==> config.mk <==
export PLATFORM = sky130hd
export DESIGN_NAME = lsu_xbar
export DESIGN_NICKNAME = d
export VERILOG_FILES = /design/src/source/mem_map_pkg.sv /design/src/source/lsu_xbar.sv
export SDC_FILE = /design/constraint.sdc
export NUM_CORES = 1
export LEC_CHECK = 0
export BUFFER_PORTS_ARGS = -buffer_cell sky130_fd_sc_hd__buf_4
export CAP_MARGIN = 20
export CORE_AREA = 2 2 141 143
export DETAILED_ROUTE_END_ITERATION = 12
export DIE_AREA = 0 0 143 145
export GPL_ROUTABILITY_DRIVEN = 1
export GPL_TIMING_DRIVEN = 0
export HOLD_SLACK_MARGIN = 0.02
export PLACE_DENSITY = 0.42
export SETUP_SLACK_MARGIN = 0.02
export SYNTH_ARGS = -nofsm -noshare
export SYNTH_HDL_FRONTEND = slang
export SYNTH_SLANG_ARGS = --single-unit
==> constraint.sdc <==
create_clock -name clk -period 2.4 [get_ports clk]
set_input_delay 0.12 -clock clk [delete_from_list [all_inputs] [get_ports clk]]
set_output_delay 0.12 -clock clk [all_outputs]
set_load 0.02 [all_outputs]
==> src/source/mem_map_pkg.sv <==
`default_nettype none

package mem_map_pkg;

    localparam logic [31:0] sram_base  = 32'h8000_0000;
    localparam logic [31:0] clint_base = 32'h0200_0000;
    localparam logic [31:0] clint_size = 32'h0001_0000;

    // mtime register offsets inside the clint window
    localparam logic [15:0] mtime_lo_off = 16'hbff8;
    localparam logic [15:0] mtime_hi_off = 16'hbffc;

    typedef enum logic [1:0] {
        resp_okay   = 2'b00,
        resp_slverr = 2'b10,
        resp_decerr = 2'b11
    } bus_resp_e;

endpackage

`default_nettype wire

==> src/source/lsu_xbar.sv <==
`timescale 1ns/10ps
`default_nettype none

module lsu_xbar
    import mem_map_pkg::*;
#(
    parameter int sram_words = 1024
) (
    input  wire              clk,
    input  wire              rst_n,
    input  wire              arvalid,
    output logic             arready,
    input  wire [31:0]       araddr,
    output logic             rvalid,
    input  wire              rready,
    output logic [31:0]      rdata,
    output bus_resp_e        rresp,
    input  wire              awvalid,
    output logic             awready,
    input  wire [31:0]       awaddr,
    input  wire              wvalid,
    output logic             wready,
    input  wire [31:0]       wdata,
    input  wire [3:0]        wstrb,
    output logic             bvalid,
    input  wire              bready,
    output bus_resp_e        bresp,
    output logic             s_arvalid,
    input  wire              s_arready,
    output logic [31:0]      s_araddr,
    input  wire              s_rvalid,
    output logic             s_rready,
    input  wire [31:0]       s_rdata,
    input  wire bus_resp_e   s_rresp,
    output logic             s_awvalid,
    input  wire              s_awready,
    output logic [31:0]      s_awaddr,
    output logic             s_wvalid,
    input  wire              s_wready,
    output logic [31:0]      s_wdata,
    output logic [3:0]       s_wstrb,
    input  wire              s_bvalid,
    output logic             s_bready,
    input  wire bus_resp_e   s_bresp,
    output logic             c_arvalid,
    input  wire              c_arready,
    output logic [31:0]      c_araddr,
    input  wire              c_rvalid,
    output logic             c_rready,
    input  wire [31:0]       c_rdata,
    input  wire bus_resp_e   c_rresp
);

    typedef enum logic [1:0] {
        tgt_sram,
        tgt_clint,
        tgt_none
    } tgt_e;

    localparam logic [31:0] sram_end = sram_base + 32'(sram_words * 4);

    tgt_e      ar_tgt;
    tgt_e      aw_tgt;
    tgt_e      tgt_q;
    logic      open_q;
    logic      err_r_q;
    logic      err_w_q;
    logic      err_b_q;
    bus_resp_e err_resp;

    function automatic tgt_e decode(input logic [31:0] a);
        if (a >= sram_base && a < sram_end) begin
            return tgt_sram;
        end
        if (a >= clint_base && a < clint_base + clint_size) begin
            return tgt_clint;
        end
        return tgt_none;
    endfunction

    assign ar_tgt = decode(araddr);
    assign aw_tgt = decode(awaddr);

    // address phase uses the live address
    assign s_arvalid = arvalid && !open_q && (ar_tgt == tgt_sram);
    assign c_arvalid = arvalid && !open_q && (ar_tgt == tgt_clint);
    assign s_araddr  = araddr;
    assign c_araddr  = araddr;
    assign s_awvalid = awvalid && !open_q && (aw_tgt == tgt_sram);
    assign s_awaddr  = awaddr;
    assign awready   = !open_q && ((aw_tgt == tgt_sram) ? s_awready : 1'b1);

    always_comb begin
        case (ar_tgt)
            tgt_sram:  arready = !open_q && s_arready;
            tgt_clint: arready = !open_q && c_arready;
            default:   arready = !open_q;  // error responder
        endcase
    end

    // data and response phases follow the held target
    assign s_rready = rready && open_q && (tgt_q == tgt_sram);
    assign c_rready = rready && open_q && (tgt_q == tgt_clint);
    assign s_wvalid = wvalid && open_q && (tgt_q == tgt_sram);
    assign s_wdata  = wdata;
    assign s_wstrb  = wstrb;
    assign s_bready = bready && open_q && (tgt_q == tgt_sram);
    assign err_resp = (tgt_q == tgt_clint) ? resp_slverr : resp_decerr;

    always_comb begin
        case (tgt_q)
            tgt_sram: begin
                rvalid = s_rvalid;
                rdata  = s_rdata;
                rresp  = s_rresp;
                wready = s_wready;
                bvalid = s_bvalid;
                bresp  = s_bresp;
            end
            tgt_clint: begin
                rvalid = c_rvalid;
                rdata  = c_rdata;
                rresp  = c_rresp;
                wready = err_w_q;  // clint is read-only
                bvalid = err_b_q;
                bresp  = err_resp;
            end
            default: begin
                rvalid = err_r_q;
                rdata  = '0;
                rresp  = err_resp;
                wready = err_w_q;
                bvalid = err_b_q;
                bresp  = err_resp;
            end
        endcase
    end

    always_ff @(posedge clk or negedge rst_n) begin
        if (!rst_n) begin
            open_q  <= 1'b0;
            tgt_q   <= tgt_sram;
            err_r_q <= 1'b0;
            err_w_q <= 1'b0;
            err_b_q <= 1'b0;
        end else begin
            if (arvalid && arready) begin
                open_q  <= 1'b1;
                tgt_q   <= ar_tgt;
                err_r_q <= (ar_tgt == tgt_none);
            end else if (awvalid && awready) begin
                open_q  <= 1'b1;
                tgt_q   <= aw_tgt;
                err_w_q <= (aw_tgt != tgt_sram);
            end
            if (wvalid && wready && err_w_q) begin
                err_w_q <= 1'b0;
                err_b_q <= 1'b1;
            end
            if (rvalid && rready) begin
                open_q  <= 1'b0;
                err_r_q <= 1'b0;
            end
            if (bvalid && bready) begin
                open_q  <= 1'b0;
                err_b_q <= 1'b0;
            end
        end
    end

    a_single_txn: assert property (@(posedge clk) disable iff (!rst_n)
        open_q |-> !(arvalid || awvalid))
        else $error("lsu_xbar: address valid while a transaction is open");

endmodule

`default_nettype wire

==> results.md, run 1 <==
* Status: completed
* R2R Setup Slk at 0.91 ns
* CP cell instances: clkbuf_1 -> buf_1 -> nor2_1 -> buf_4
* Worst path required time at 2.28 ns
* Distinct cells, synth at 38
* GPL Wtd Cong at 0.739
* Max Cap Viol at 0
* Fmax at 499 MHz
* Num rows at a little over 50
* Final setup fails at 0
* Area of the core at 19,200 sq um
* Post-synth ARST share at 100%
* Hold Path End: err_w_q$_DFFE_PN0P_
* Mapped Cells at 278
* LEAKAGE at 2.60 nW
* Worst stage delay on the critical path at 0.48 ns
* HP Start: s_awready
* Layout cells sized above 1 at ~80%
* Final WL at around 11,000 um
* Average cell area after synthesis at 7.71 sq um
* # diodes at 0
* Most common cell after layout, fill and taps aside: buf_4
* Final nets at 771
* DRC viols at 0
* Clk slew on worst S/H paths at 0.03 ns
* Vias per cell at 3.34
* RSZ-0062 raised after global routing: false
* Commonest cells after routing, fill and taps aside: buf_4, nor2_1, mux2i_1
* DIE WIDTH at 143 um
* Worst-Margin Slew at between 0.5 and 0.6 ns
* Slew headroom at 61.9%
* Num Clock Sinks at 6
* CP max FO at 10
* Maximum VDD drop at 299 uV
* Initial detailed-routing violation count at 20
* Num CTS Buffers at 3
* Drt pass-1 iters at 3
* Post-DRT Antenna Nets at 0
* Power density cells at approximately 530 nW/um^2
* H-tree depth at 1
* Die area at 20,700 sq um
* Cell taking the most area after synthesis: buf_4
* Port Buffers at between 300 and 400
* Fin crit share at between 80% and 90%
* Clk_lat worst skew at between 0.2 and 0.25 ns
* Detailed Place HPWL at around 9600 um
* CTS resizes at 0
* Vias in the first global route at 2,737
* Net Count, Synth at 462
* Initial Utilization at 11.2%
* Synthesized flop and latch total at 6
* Hold depth at 2
* Max-slew violations at 0
* First-pass GRT wire length at 14,500 um
* Sequential share of the synthesized area at 7.00%
* Reg area at 150 sq um
* R2r endpoint: tgt_q[1]$_DFFE_PN0P_
* Worst path slowest cell: clkbuf_1
* Fin crit period at 2.01 ns
* GRT Util Overall at 8.71%
* Ports at 364
* CTS tree: yes
* CP arrival at between 1.5 and 2 ns
* Clock Path Buffers at 2
* Crit path kind: register to output pin
* Worst Setup End Kind: output pin
* Root Buffer: clkbuf_16
* Worst setup SP type: register
* Critical path launch point: tgt_q[1]$_DFFE_PN0P_
* FILL cells at 2,095
* Mapped cell area at 2140 sq um
* Post-CTS Repair Setup Buffers at 0
* Area contributors post-synth: buf_4, mux2i_1, dfrtp_1
* Post-synth EDFFs at 0
* RR Startpoint: open_q$_DFFE_PN0P_
* Area fraction of the dominant cell type after synthesis at 46.2%
* Die Y at 145 um
* Avg WL per Cell at 12.4 um
* Fin. Hold Viols at 0
* Pin count of the biggest net entering global routing at 11
* Total gr overflow at 0
* Warnings from Yosys at 0
* Worst Hold Class: primary input to register
* Initial antenna violation count at 0
* R2r worst-path depth at 4
* Clock Skew at 0.000702 ns
* Via count at ~2,800
* Syn-to-layout area delta at 125%
* Setup TNS at 0 ns
* Fin Hold WS at ~0.11 ns
* Multi-input logic area at 961 sq um
* Ys flop type: dfrtp_1
cell usage after synthesis (all sizes together), types with 3 or more instances:
master and n:
a21oi 6, and3 3, dfrtp 6, nand2b 4, nand2 5, nor3 5, nor2 40, mux2i 33
nor4 7, buf 139
layout make-up:
class	count	area share (%)
sequential	6	3.10
multi-input combinational	130	19.9
timing repair buffer	304	47.2
clock buffer	3	1.55
inverter	2	0.155
buffer	140	21.2
tap	265	6.86
worst max-delay path by stage:
stage,end,slack (ns)
5_1_grt,rdata[23],0.25
3_5_place_dp,rdata[23],0.57
4_1_cts,rdata[23],0.33
3_3_place_gp,rdata[20],0.61
6_report,rdata[23],0.39
2_1_floorplan,err_w_q$_DFFE_PN0P_,0.85
repair_timing:
item / CTS / global route
hold endpoints to repair: 6 / 0
endpoints found under the setup margin: 0 / 0
hold buffers: 1 / 0
worst max-delay path: cells and delay by family (launching register included):
| family | cells | cell delay, ns |
|---|---|---|
| buf+inv | 3 | 1.08 |
| flops | 1 | 0.45 |
| simple gates | 1 | 0.12 |
cell families (layout without fill, tap and decap cells):
group | Yosys count | count (layout) | synth area share [%]
buf+inv | 142 | 449 | 48.2
mux | 35 | 35 | 16.5
flops | 6 | 6 | 7.00
simple gates | 74 | 74 | 19.7
compound gates | 21 | 21 | 8.63
power breakdown:
part / switching (W) / internal [W] / total [W]
logic: 0.00109 / 0.00100 / 0.00209
registers: 0.0000652 / 0.000151 / 0.000216
clock network: 0.0000524 / 0.000213 / 0.000266
total: 0.00121 / 0.00137 / 0.00257
metrics by stage:
step           std cells  util, %  total power (W)  area (sq um)  worst slack [ns]
2_1_floorplan        278        -          0.00145          2140             0.851
3_3_place_gp         846     24.7          0.00234          4750             0.615
3_5_place_dp         846     24.7          0.00234          4750             0.570
4_1_cts              850     25.2          0.00262          4840             0.326
5_1_grt              850     25.2          0.00274          4840             0.246
6_report             850     25.2          0.00257          4840             0.395
layer usage:
metal	global-route usage (%)	part of all wire, %
met1	8.88	34
met4	0	0
met2	18.3	56
met3	2.18	10
met5	0	0
registers in the layout, indices dropped and copies added (netlist names):
signal and cells:
err_b_q 1, open_q 1, err_r_q 1, tgt_q 2, err_w_q 1
(Power assumes the default switching activity.)
==> run 2: changes to the inputs <==
--- a/config.mk
+++ b/config.mk
@@ -5,15 +5,16 @@
 export SDC_FILE = /design/constraint.sdc
 export NUM_CORES = 1
 export LEC_CHECK = 0
+export ABC_AREA = 1
 export BUFFER_PORTS_ARGS = -buffer_cell sky130_fd_sc_hd__buf_4
 export CAP_MARGIN = 20
-export CORE_AREA = 2 2 141 143
+export CORE_AREA = 2 2 143 145
 export DETAILED_ROUTE_END_ITERATION = 12
-export DIE_AREA = 0 0 143 145
+export DIE_AREA = 0 0 145 147
 export GPL_ROUTABILITY_DRIVEN = 1
 export GPL_TIMING_DRIVEN = 0
 export HOLD_SLACK_MARGIN = 0.02
-export PLACE_DENSITY = 0.42
+export PLACE_DENSITY = 0.43
 export SETUP_SLACK_MARGIN = 0.02
 export SYNTH_ARGS = -nofsm -noshare
 export SYNTH_HDL_FRONTEND = slang
==> constraint.sdc (replaced) <==
create_clock -name clk -period 1.8 [get_ports clk]
set_input_delay 0.09 -clock clk [delete_from_list [all_inputs] [get_ports clk]]
set_output_delay 0.09 -clock clk [all_outputs]
set_load 0.02 [all_outputs]
==> run 2 against run 1 <==
  * Clock power rose by 36%
  * Count of clock-buffer cells in the layout did not move
  * Flip-flop and latch count did not move
  * Area after synthesis rose by 2.9%
  * Cell count rose by 5.8%
  * Global-route usage rose by 0.89 points
  * Sequential share of layout area fell by 0.066 points
  * Clock skew rose by 0.00057 ns
  * Synthesized cell count rose by 15%
  * Sequential power rose by 14%
  * Worst hold slack improved by 0.095 ns
  * Largest cell class unchanged
==> results.md, run 2 <==
* Status: completed (unchanged)
* Setup TNS at 0 ns (unchanged)
* Commonest cells post-synth: buf_4, nor2_1, a22o_1, nand2_1, inv_1 (was buf_4, nor2_1, mux2i_1, dfrtp_1)
* LEAKAGE at 2.75 nW (was 2.60 nW)
* Commonest cells after routing, fill and taps aside: buf_4, nor2_1, a22o_1 (was buf_4, nor2_1, mux2i_1)
* Initial Utilization at 11.1% (was 11.2%)
* Detailed Place HPWL at 10,400 um (was 9640 um)
* Worst path slowest cell: dfrtp_1 (was clkbuf_1)
* Syn-to-layout area delta at 124% (was 125%)
* Distinct cells, synth at 32 (was 38)
* Multi-input logic area at 952 sq um (was 961 sq um)
* Mapped cell area at 2210 sq um (was 2140 sq um)
* Warnings from Yosys at 0 (unchanged)
* CP max FO at 10 (unchanged)
* Fin. Hold Viols at 0 (unchanged)
* Final WL at 11,300 um (was 10,500 um)
* Worst path required time at 1.71 ns (was 2.28 ns)
* Area fraction of the dominant cell type after synthesis at 44.9% (was 46.2%)
* RSZ-0062 raised after global routing: false (unchanged)
* Critical path's most frequent cell: buf_4
* Via count at 3,076 (was 2,842)
* Die Y at 147 um (was 145 um)
* Clock Path Buffers at 2 (unchanged)
* Reg area at 150 sq um (unchanged)
* Avg WL per Cell at 12.6 um (was 12.4 um)
* Placement Setup Slack at 0.122 ns (was 0.570 ns)
* Vias per cell at 3.42 (was 3.34)
* Ports at 364 (unchanged)
* Worst Hold Class: primary input to register (unchanged)
* Pin count of the biggest net entering global routing at 11 (unchanged)
* DIE WIDTH at 145 um (was 143 um)
* Mapped Cells at 319 (was 278)
* Clock Skew at 0.00128 ns (was 0.000702 ns)
* Initial detailed-routing violation count at 48 (was 20)
* Post-DRT Antenna Nets at 0 (unchanged)
* Clk_lat worst skew at 0.23 ns (was 0.22 ns)
* Max Cap Viol at 0 (unchanged)
* Worst path bufs/invs at 3 (unchanged)
* Crit-path leading delay family: buffers and inverters (unchanged)
* Port Buffers at 303 (unchanged)
* Inst Count DP at 892 (was 846)
* First-pass GRT wire length at 16,300 um (was 14,500 um)
* Most common cell after layout, fill and taps aside: buf_4 (unchanged)
* Num Clock Sinks at 6 (unchanged)
* Post-synth ARST share at 100% (unchanged)
* Slew headroom at 77.9% (was 61.9%)
* Fin crit share at between 90% and 100%
* GPL Wtd Cong at 0.699 (was 0.739)
* Average cell area after synthesis at 6.92 sq um (was 7.71 sq um)
* Maximum VDD drop at 259 uV (was 299 uV)
* Synthesized flop and latch total at 6 (unchanged)
* Die area at 21,300 sq um (was 20,700 sq um)
* Ys flop type: dfrtp_1 (unchanged)
* DRC viols at 0 (unchanged)
* Post-synth EDFFs at 0 (unchanged)
* H-tree depth at 1 (unchanged)
* Number of flip-flops in the largest register at 2 (unchanged)
* CP cell instances: nor2_4 -> buf_4 -> clkbuf_2 -> a22o_1 -> buf_4 (was clkbuf_1 -> buf_1 -> nor2_1 -> buf_4)
* Initial antenna violation count at 0 (unchanged)
* # diodes at 0 (unchanged)
* Worst Setup End Kind: output pin (unchanged)
* Biggest register: tgt_q (unchanged)
* Net Count, Synth at 503 (was 462)
* Max-slew violations at 0 (unchanged)
* Num rows at 52 (was 51)
* Drt pass-1 iters at 4 (was 3)
* Worst setup SP type: register (unchanged)
* Final nets at 815 (was 771)
* Total gr overflow at 0 (unchanged)
* Power density cells at 661 nW/um^2 (was 532 nW/um^2)
* Vias in the first global route at 2,915 (was 2,737)
* Fin cells at 899 (was 850)
* Final worst slack at 0.125 ns (was 0.395 ns)
* GRT Util Overall at 9.60% (was 8.71%)
* Worst-Margin Slew at 0.331 ns (was 0.572 ns)
* CTS tree: yes (unchanged)
* Fmax at 597 MHz
* Final setup fails at 0 (unchanged)
* Root Buffer: clkbuf_16 (unchanged)
* Sequential share of the synthesized area at 6.80% (was 7.00%)
* Fin crit period at 1.67 ns
* Num CTS Buffers at 3 (unchanged)
* Area contributors post-synth: buf_4, a22o_1, dfrtp_1 (was buf_4, mux2i_1, dfrtp_1)
* Worst stage delay on the critical path at 0.42 ns (was 0.48 ns)
* Area of the core at 19,800 sq um (was 19,200 sq um)
* Layout cells sized above 1 at 75.0% (was 77.8%)
* Crit path kind: register to output pin (unchanged)
* Cell taking the most area after synthesis: buf_4 (unchanged)
* Most numerous cell in the Yosys netlist: buf_4 (unchanged)
* FILL cells at 2,245 (was 2,095)
* CP arrival at 1.58 ns (was 1.89 ns)
* Clk slew on worst S/H paths at 0.03 ns (about the same)
-- run 2: cell count changes in the layout (fill, tap and decap cells not counted), moves of 14 or more --
cell,previous run,this run
mux2i_1,33,0
nand3_1,0,14
nand2_1,5,21
inv_1,1,19
a22o_1,0,32
-- run 2: layout make-up --
type / instances / area share, %
Buffer: 138 / 20.8
Clock buffer: 3 / 1.52
Inverter: 24 / 1.82
Multi-Input combinational cell: 151 / 19.3
Sequential cell: 6 / 3.04
Tap cell: 270 / 6.84
Timing Repair Buffer: 307 / 46.7
-- run 2: per-layer routing --
metal	vias to the layer above	GRT usage [%]	part of all wire (%)
met5	-	0	0
met4	0	1.19	0.50
met3	4	2.52	9.0
met2	176	19.5	56
met1	1354	10.0	34
li1	1542	-	-
-- run 2: cells by family after synthesis --
| family | after synthesis | share of synthesized area, % |
|---|---|---|
| buffers and inverters | 162 | 50.2 |
| and+or+nand+nor | 109 | 27.2 |
| AOI/OAI and AO/OA | 42 | 15.9 |
| DFF | 6 | 6.80 |
-- run 2: path summary, 6_finish.rpt --
path / startpoint / endpoint / slack [ns] / cells after the start
min reg2reg: err_b_q$_DFFE_PN0P_ / err_b_q$_DFFE_PN0P_ / 0.52 / 2
min in group asynchronous: rst_n / err_w_q$_DFFE_PN0P_ / 0.22 / 2
max reg2reg: tgt_q[1]$_DFFE_PN0P_ / open_q$_DFFE_PN0P_ / 0.39 / 8
min: bready / err_b_q$_DFFE_PN0P_ / 0.20 / 4
max in group asynchronous: rst_n / tgt_q[0]$_DFFE_PN0P_ / 1.46 / 2
max: tgt_q[1]$_DFFE_PN0P_ / rdata[24] / 0.13 / 5
-- run 2: tightest hold or removal path, delay by kind of cell --
family                 cells  cell delay, ns
buffers and inverters      3            0.17
AOI/OAI and AO/OA          1            0.12
-- run 2: stage by stage --
step	hold WS, ns	area [sq um]	total power [W]	util (%)
after global placement	-0.0963	4820	0.00290	24.3
after global routing	0.251	4940	0.00348	24.9
after floorplan	-0.206	2210	0.00170	-
after detailed placement	-0.0968	4820	0.00290	24.3
final	0.202	4940	0.00327	24.9
after CTS	0.201	4920	0.00328	24.8
-- run 2: where the power goes --
group | internal, W | switching [W]
Clock | 0.000285 | 0.0000763
Combinational | 0.00127 | 0.00139
Sequential | 0.000191 | 0.0000559
-- run 2: timing repair --
action / in CTS / in global routing
endpoints found under the hold margin: 6 / 0
pin swaps: 0 / 1
hold buffers: 1 / 0
gates resized for setup: 7 / 1
buffers inserted: 0 / 3
endpoints found under the setup margin: 31 / 3
==> run 3: changes to the inputs <==
--- a/config.mk
+++ b/config.mk
@@ -14,7 +14,7 @@
 export GPL_ROUTABILITY_DRIVEN = 1
 export GPL_TIMING_DRIVEN = 0
 export HOLD_SLACK_MARGIN = 0.02
-export PLACE_DENSITY = 0.43
+export PLACE_DENSITY = 0.51
 export SETUP_SLACK_MARGIN = 0.02
 export SYNTH_ARGS = -nofsm -noshare
 export SYNTH_HDL_FRONTEND = slang
==> run 3 against run 2 <==
  * Core utilization about the same
  * Worst hold slack about the same
  * First-iteration DRC count down 44%
  * Clock power down 2%
  * Count of clock-buffer cells in the layout unchanged
  * Cell area up 0.10%
  * Largest power group unchanged
  * Highest routed layer is now met5
==> results.md, run 3 (same netlist as run 2, synthesis figures left out) <==
* Num Clock Sinks at 6 (unchanged)
* Worst-Margin Slew at 0.323 ns (was 0.331 ns)
* Pin count of the biggest net entering global routing at 11 (unchanged)
* Vias in the first global route at 3,032 (was 2,915)
* Worst path slowest cell: dfrtp_1 (unchanged)
* Worst path required time at 1.71 ns (about the same)
* CTS tree: yes (unchanged)
* Final WL at 11,400 um (was 11,300 um)
* Via count at 3,085 (was 3,076)
* Max Cap Viol at 0 (unchanged)
* Syn-to-layout area delta at 124% (about the same)
* Status: completed (unchanged)
* Hold depth at 4 (unchanged)
* Maximum VDD drop at 241 uV (was 259 uV)
* Crit path kind: register to output pin (unchanged)
* DRC viols at 0 (unchanged)
* Total gr overflow at 0 (unchanged)
* CP arrival at 1.59 ns (was 1.58 ns)
* CP cell instances: nor2_4 -> buf_12 -> clkbuf_2 -> a22o_1 -> buf_4 (was nor2_4 -> buf_4 -> clkbuf_2 -> a22o_1 -> buf_4)
* Vias per cell at 3.44 (was 3.42)
* Root Buffer: clkbuf_16 (unchanged)
* CP max FO at 10 (unchanged)
* Slew headroom at 78.4% (was 77.9%)
* LEAKAGE at 2.75 nW (about the same)
* Initial detailed-routing violation count at 27 (was 48)
* Die area at 21,300 sq um (unchanged)
* Fin Hold WS at 0.202 ns (about the same)
* Worst stage delay on the critical path at 0.43 ns (was 0.42 ns)
* First-pass GRT wire length at 16,400 um (was 16,300 um)
* Num rows at 52 (unchanged)
* # diodes at 0 (unchanged)
* Detailed Place HPWL at 10,500 um (was 10,400 um)
* Ports at 364 (unchanged)
* GRT Util Overall at 9.71% (was 9.60%)
* Commonest cells after routing, fill and taps aside: buf_4, nor2_1, a22o_1 (unchanged)
* Setup TNS at 0 ns (unchanged)
* Post-DRT Antenna Nets at 0 (unchanged)
* Fin. Hold Viols at 0 (unchanged)
* Final setup fails at 0 (unchanged)
* Initial Utilization at 11.1% (unchanged)
* R2r worst-path depth at 8 (unchanged)
* Top Usage Layer GRT: met2 (unchanged)
* Clock Path Buffers at 2 (unchanged)
* Met3 Use GR at 2.70% (was 2.52%)
* Clk slew on worst S/H paths at 0.03 ns (about the same)
* Initial antenna violation count at 1 (was 0)
* Area of the core at 19,800 sq um (unchanged)
* Avg WL per Cell at 12.7 um (was 12.6 um)
* H-tree depth at 1 (unchanged)
* Clock Skew at 0.00143 ns (was 0.00128 ns)
* GPL Wtd Cong at 0.733 (was 0.699)
* Worst Setup End Kind: output pin (unchanged)
* Die Y at 147 um (unchanged)
* RSZ-0062 raised after global routing: false (unchanged)
* Fin crit period at 1.68 ns (was 1.67 ns)
* Number of flip-flops in the largest register at 2 (unchanged)
* Port Buffers at 303 (unchanged)
* Max-slew violations at 0 (unchanged)
* Grt met1 use at 9.57% (was 10.0%)
* Drt pass-1 iters at 4 (unchanged)
* Layout cells sized above 1 at 75.0% (about the same)
* Fin crit share at 93.6% (was 93.0%)
* Fmax at 594 MHz (was 597 MHz)
* Final nets at 814 (was 815)
* Power density cells at 662 nW/um^2 (was 661 nW/um^2)
* Num CTS Buffers at 3 (unchanged)
* Clk_lat worst skew at 0.23 ns (about the same)
* Worst setup SP type: register (unchanged)
* Most common cell after layout, fill and taps aside: buf_4 (unchanged)
* Worst Hold Class: primary input to register (unchanged)
* Biggest register: tgt_q (unchanged)
* DIE WIDTH at 145 um (unchanged)
* Global routing usage on met2 at 20.2% (was 19.5%)
[run 3: final timing paths]
check	from	endpoint	slack [ns]
max reg2reg	tgt_q[1]$_DFFE_PN0P_	open_q$_DFFE_PN0P_	0.37
min reg2reg	err_r_q$_DFFE_PN0P_	err_r_q$_DFFE_PN0P_	0.51
min in group asynchronous	rst_n	err_b_q$_DFFE_PN0P_	0.23
min	bready	err_b_q$_DFFE_PN0P_	0.20
max in group asynchronous	rst_n	tgt_q[0]$_DFFE_PN0P_	1.45
max	tgt_q[1]$_DFFE_PN0P_	rdata[24]	0.12
[run 3: layer usage]
metal / vias up / part of all wire, %
met1: 1350 / 34
met2: 186 / 56
met5: - / 0.11
met3: 4 / 9.0
met4: 2 / 0.47
li1: 1543 / -
[run 3: metrics by stage]
step | setup WS (ns) | instances | utilization [%] | instance area, sq um | power [W]
2_1_floorplan | 0.384 | 319 | - | 2210 | 0.00170
3_5_place_dp | 0.0768 | 892 | 24.3 | 4820 | 0.00290
6_report | 0.116 | 898 | 24.9 | 4950 | 0.00328
3_3_place_gp | 0.0727 | 892 | 24.3 | 4820 | 0.00290
4_1_cts | 0.0204 | 896 | 24.8 | 4910 | 0.00328
5_1_grt | 0.0344 | 898 | 24.9 | 4950 | 0.00351
[run 3: what timing repair did]
item                                    CTS  global route
pin swaps                                 0             1
endpoints found under the setup margin   30            29
hold endpoints to repair                  6             0
resized for setup                         5             3
buffers inserted                          0             2
hold buffers                              1             0
cloned                                    0             0
[run 3: area by class of cell]
type	count	area, sq um
plain buffers	138	1030
clock buffers	3	75.1
fillers	2258	14900
inverters	24	90.1
multi-input cells	151	952
flip-flops and latches	6	150
well taps	270	338
repair buffers	306	2310
[run 3: power by group]
group          total, W  internal (W)  switching [W]
sequential     0.000246      0.000191      0.0000555
combinational   0.00267       0.00128        0.00139
clock          0.000356      0.000285      0.0000717
[run 3: critical path: cells and delay by family (launching register included)]
family | cells | cell delay [ns]
AO/OA/AOI/OAI | 1 | 0.21
AND/OR/NAND/NOR | 1 | 0.19
buffers and inverters | 3 | 0.53
flip-flops | 1 | 0.43
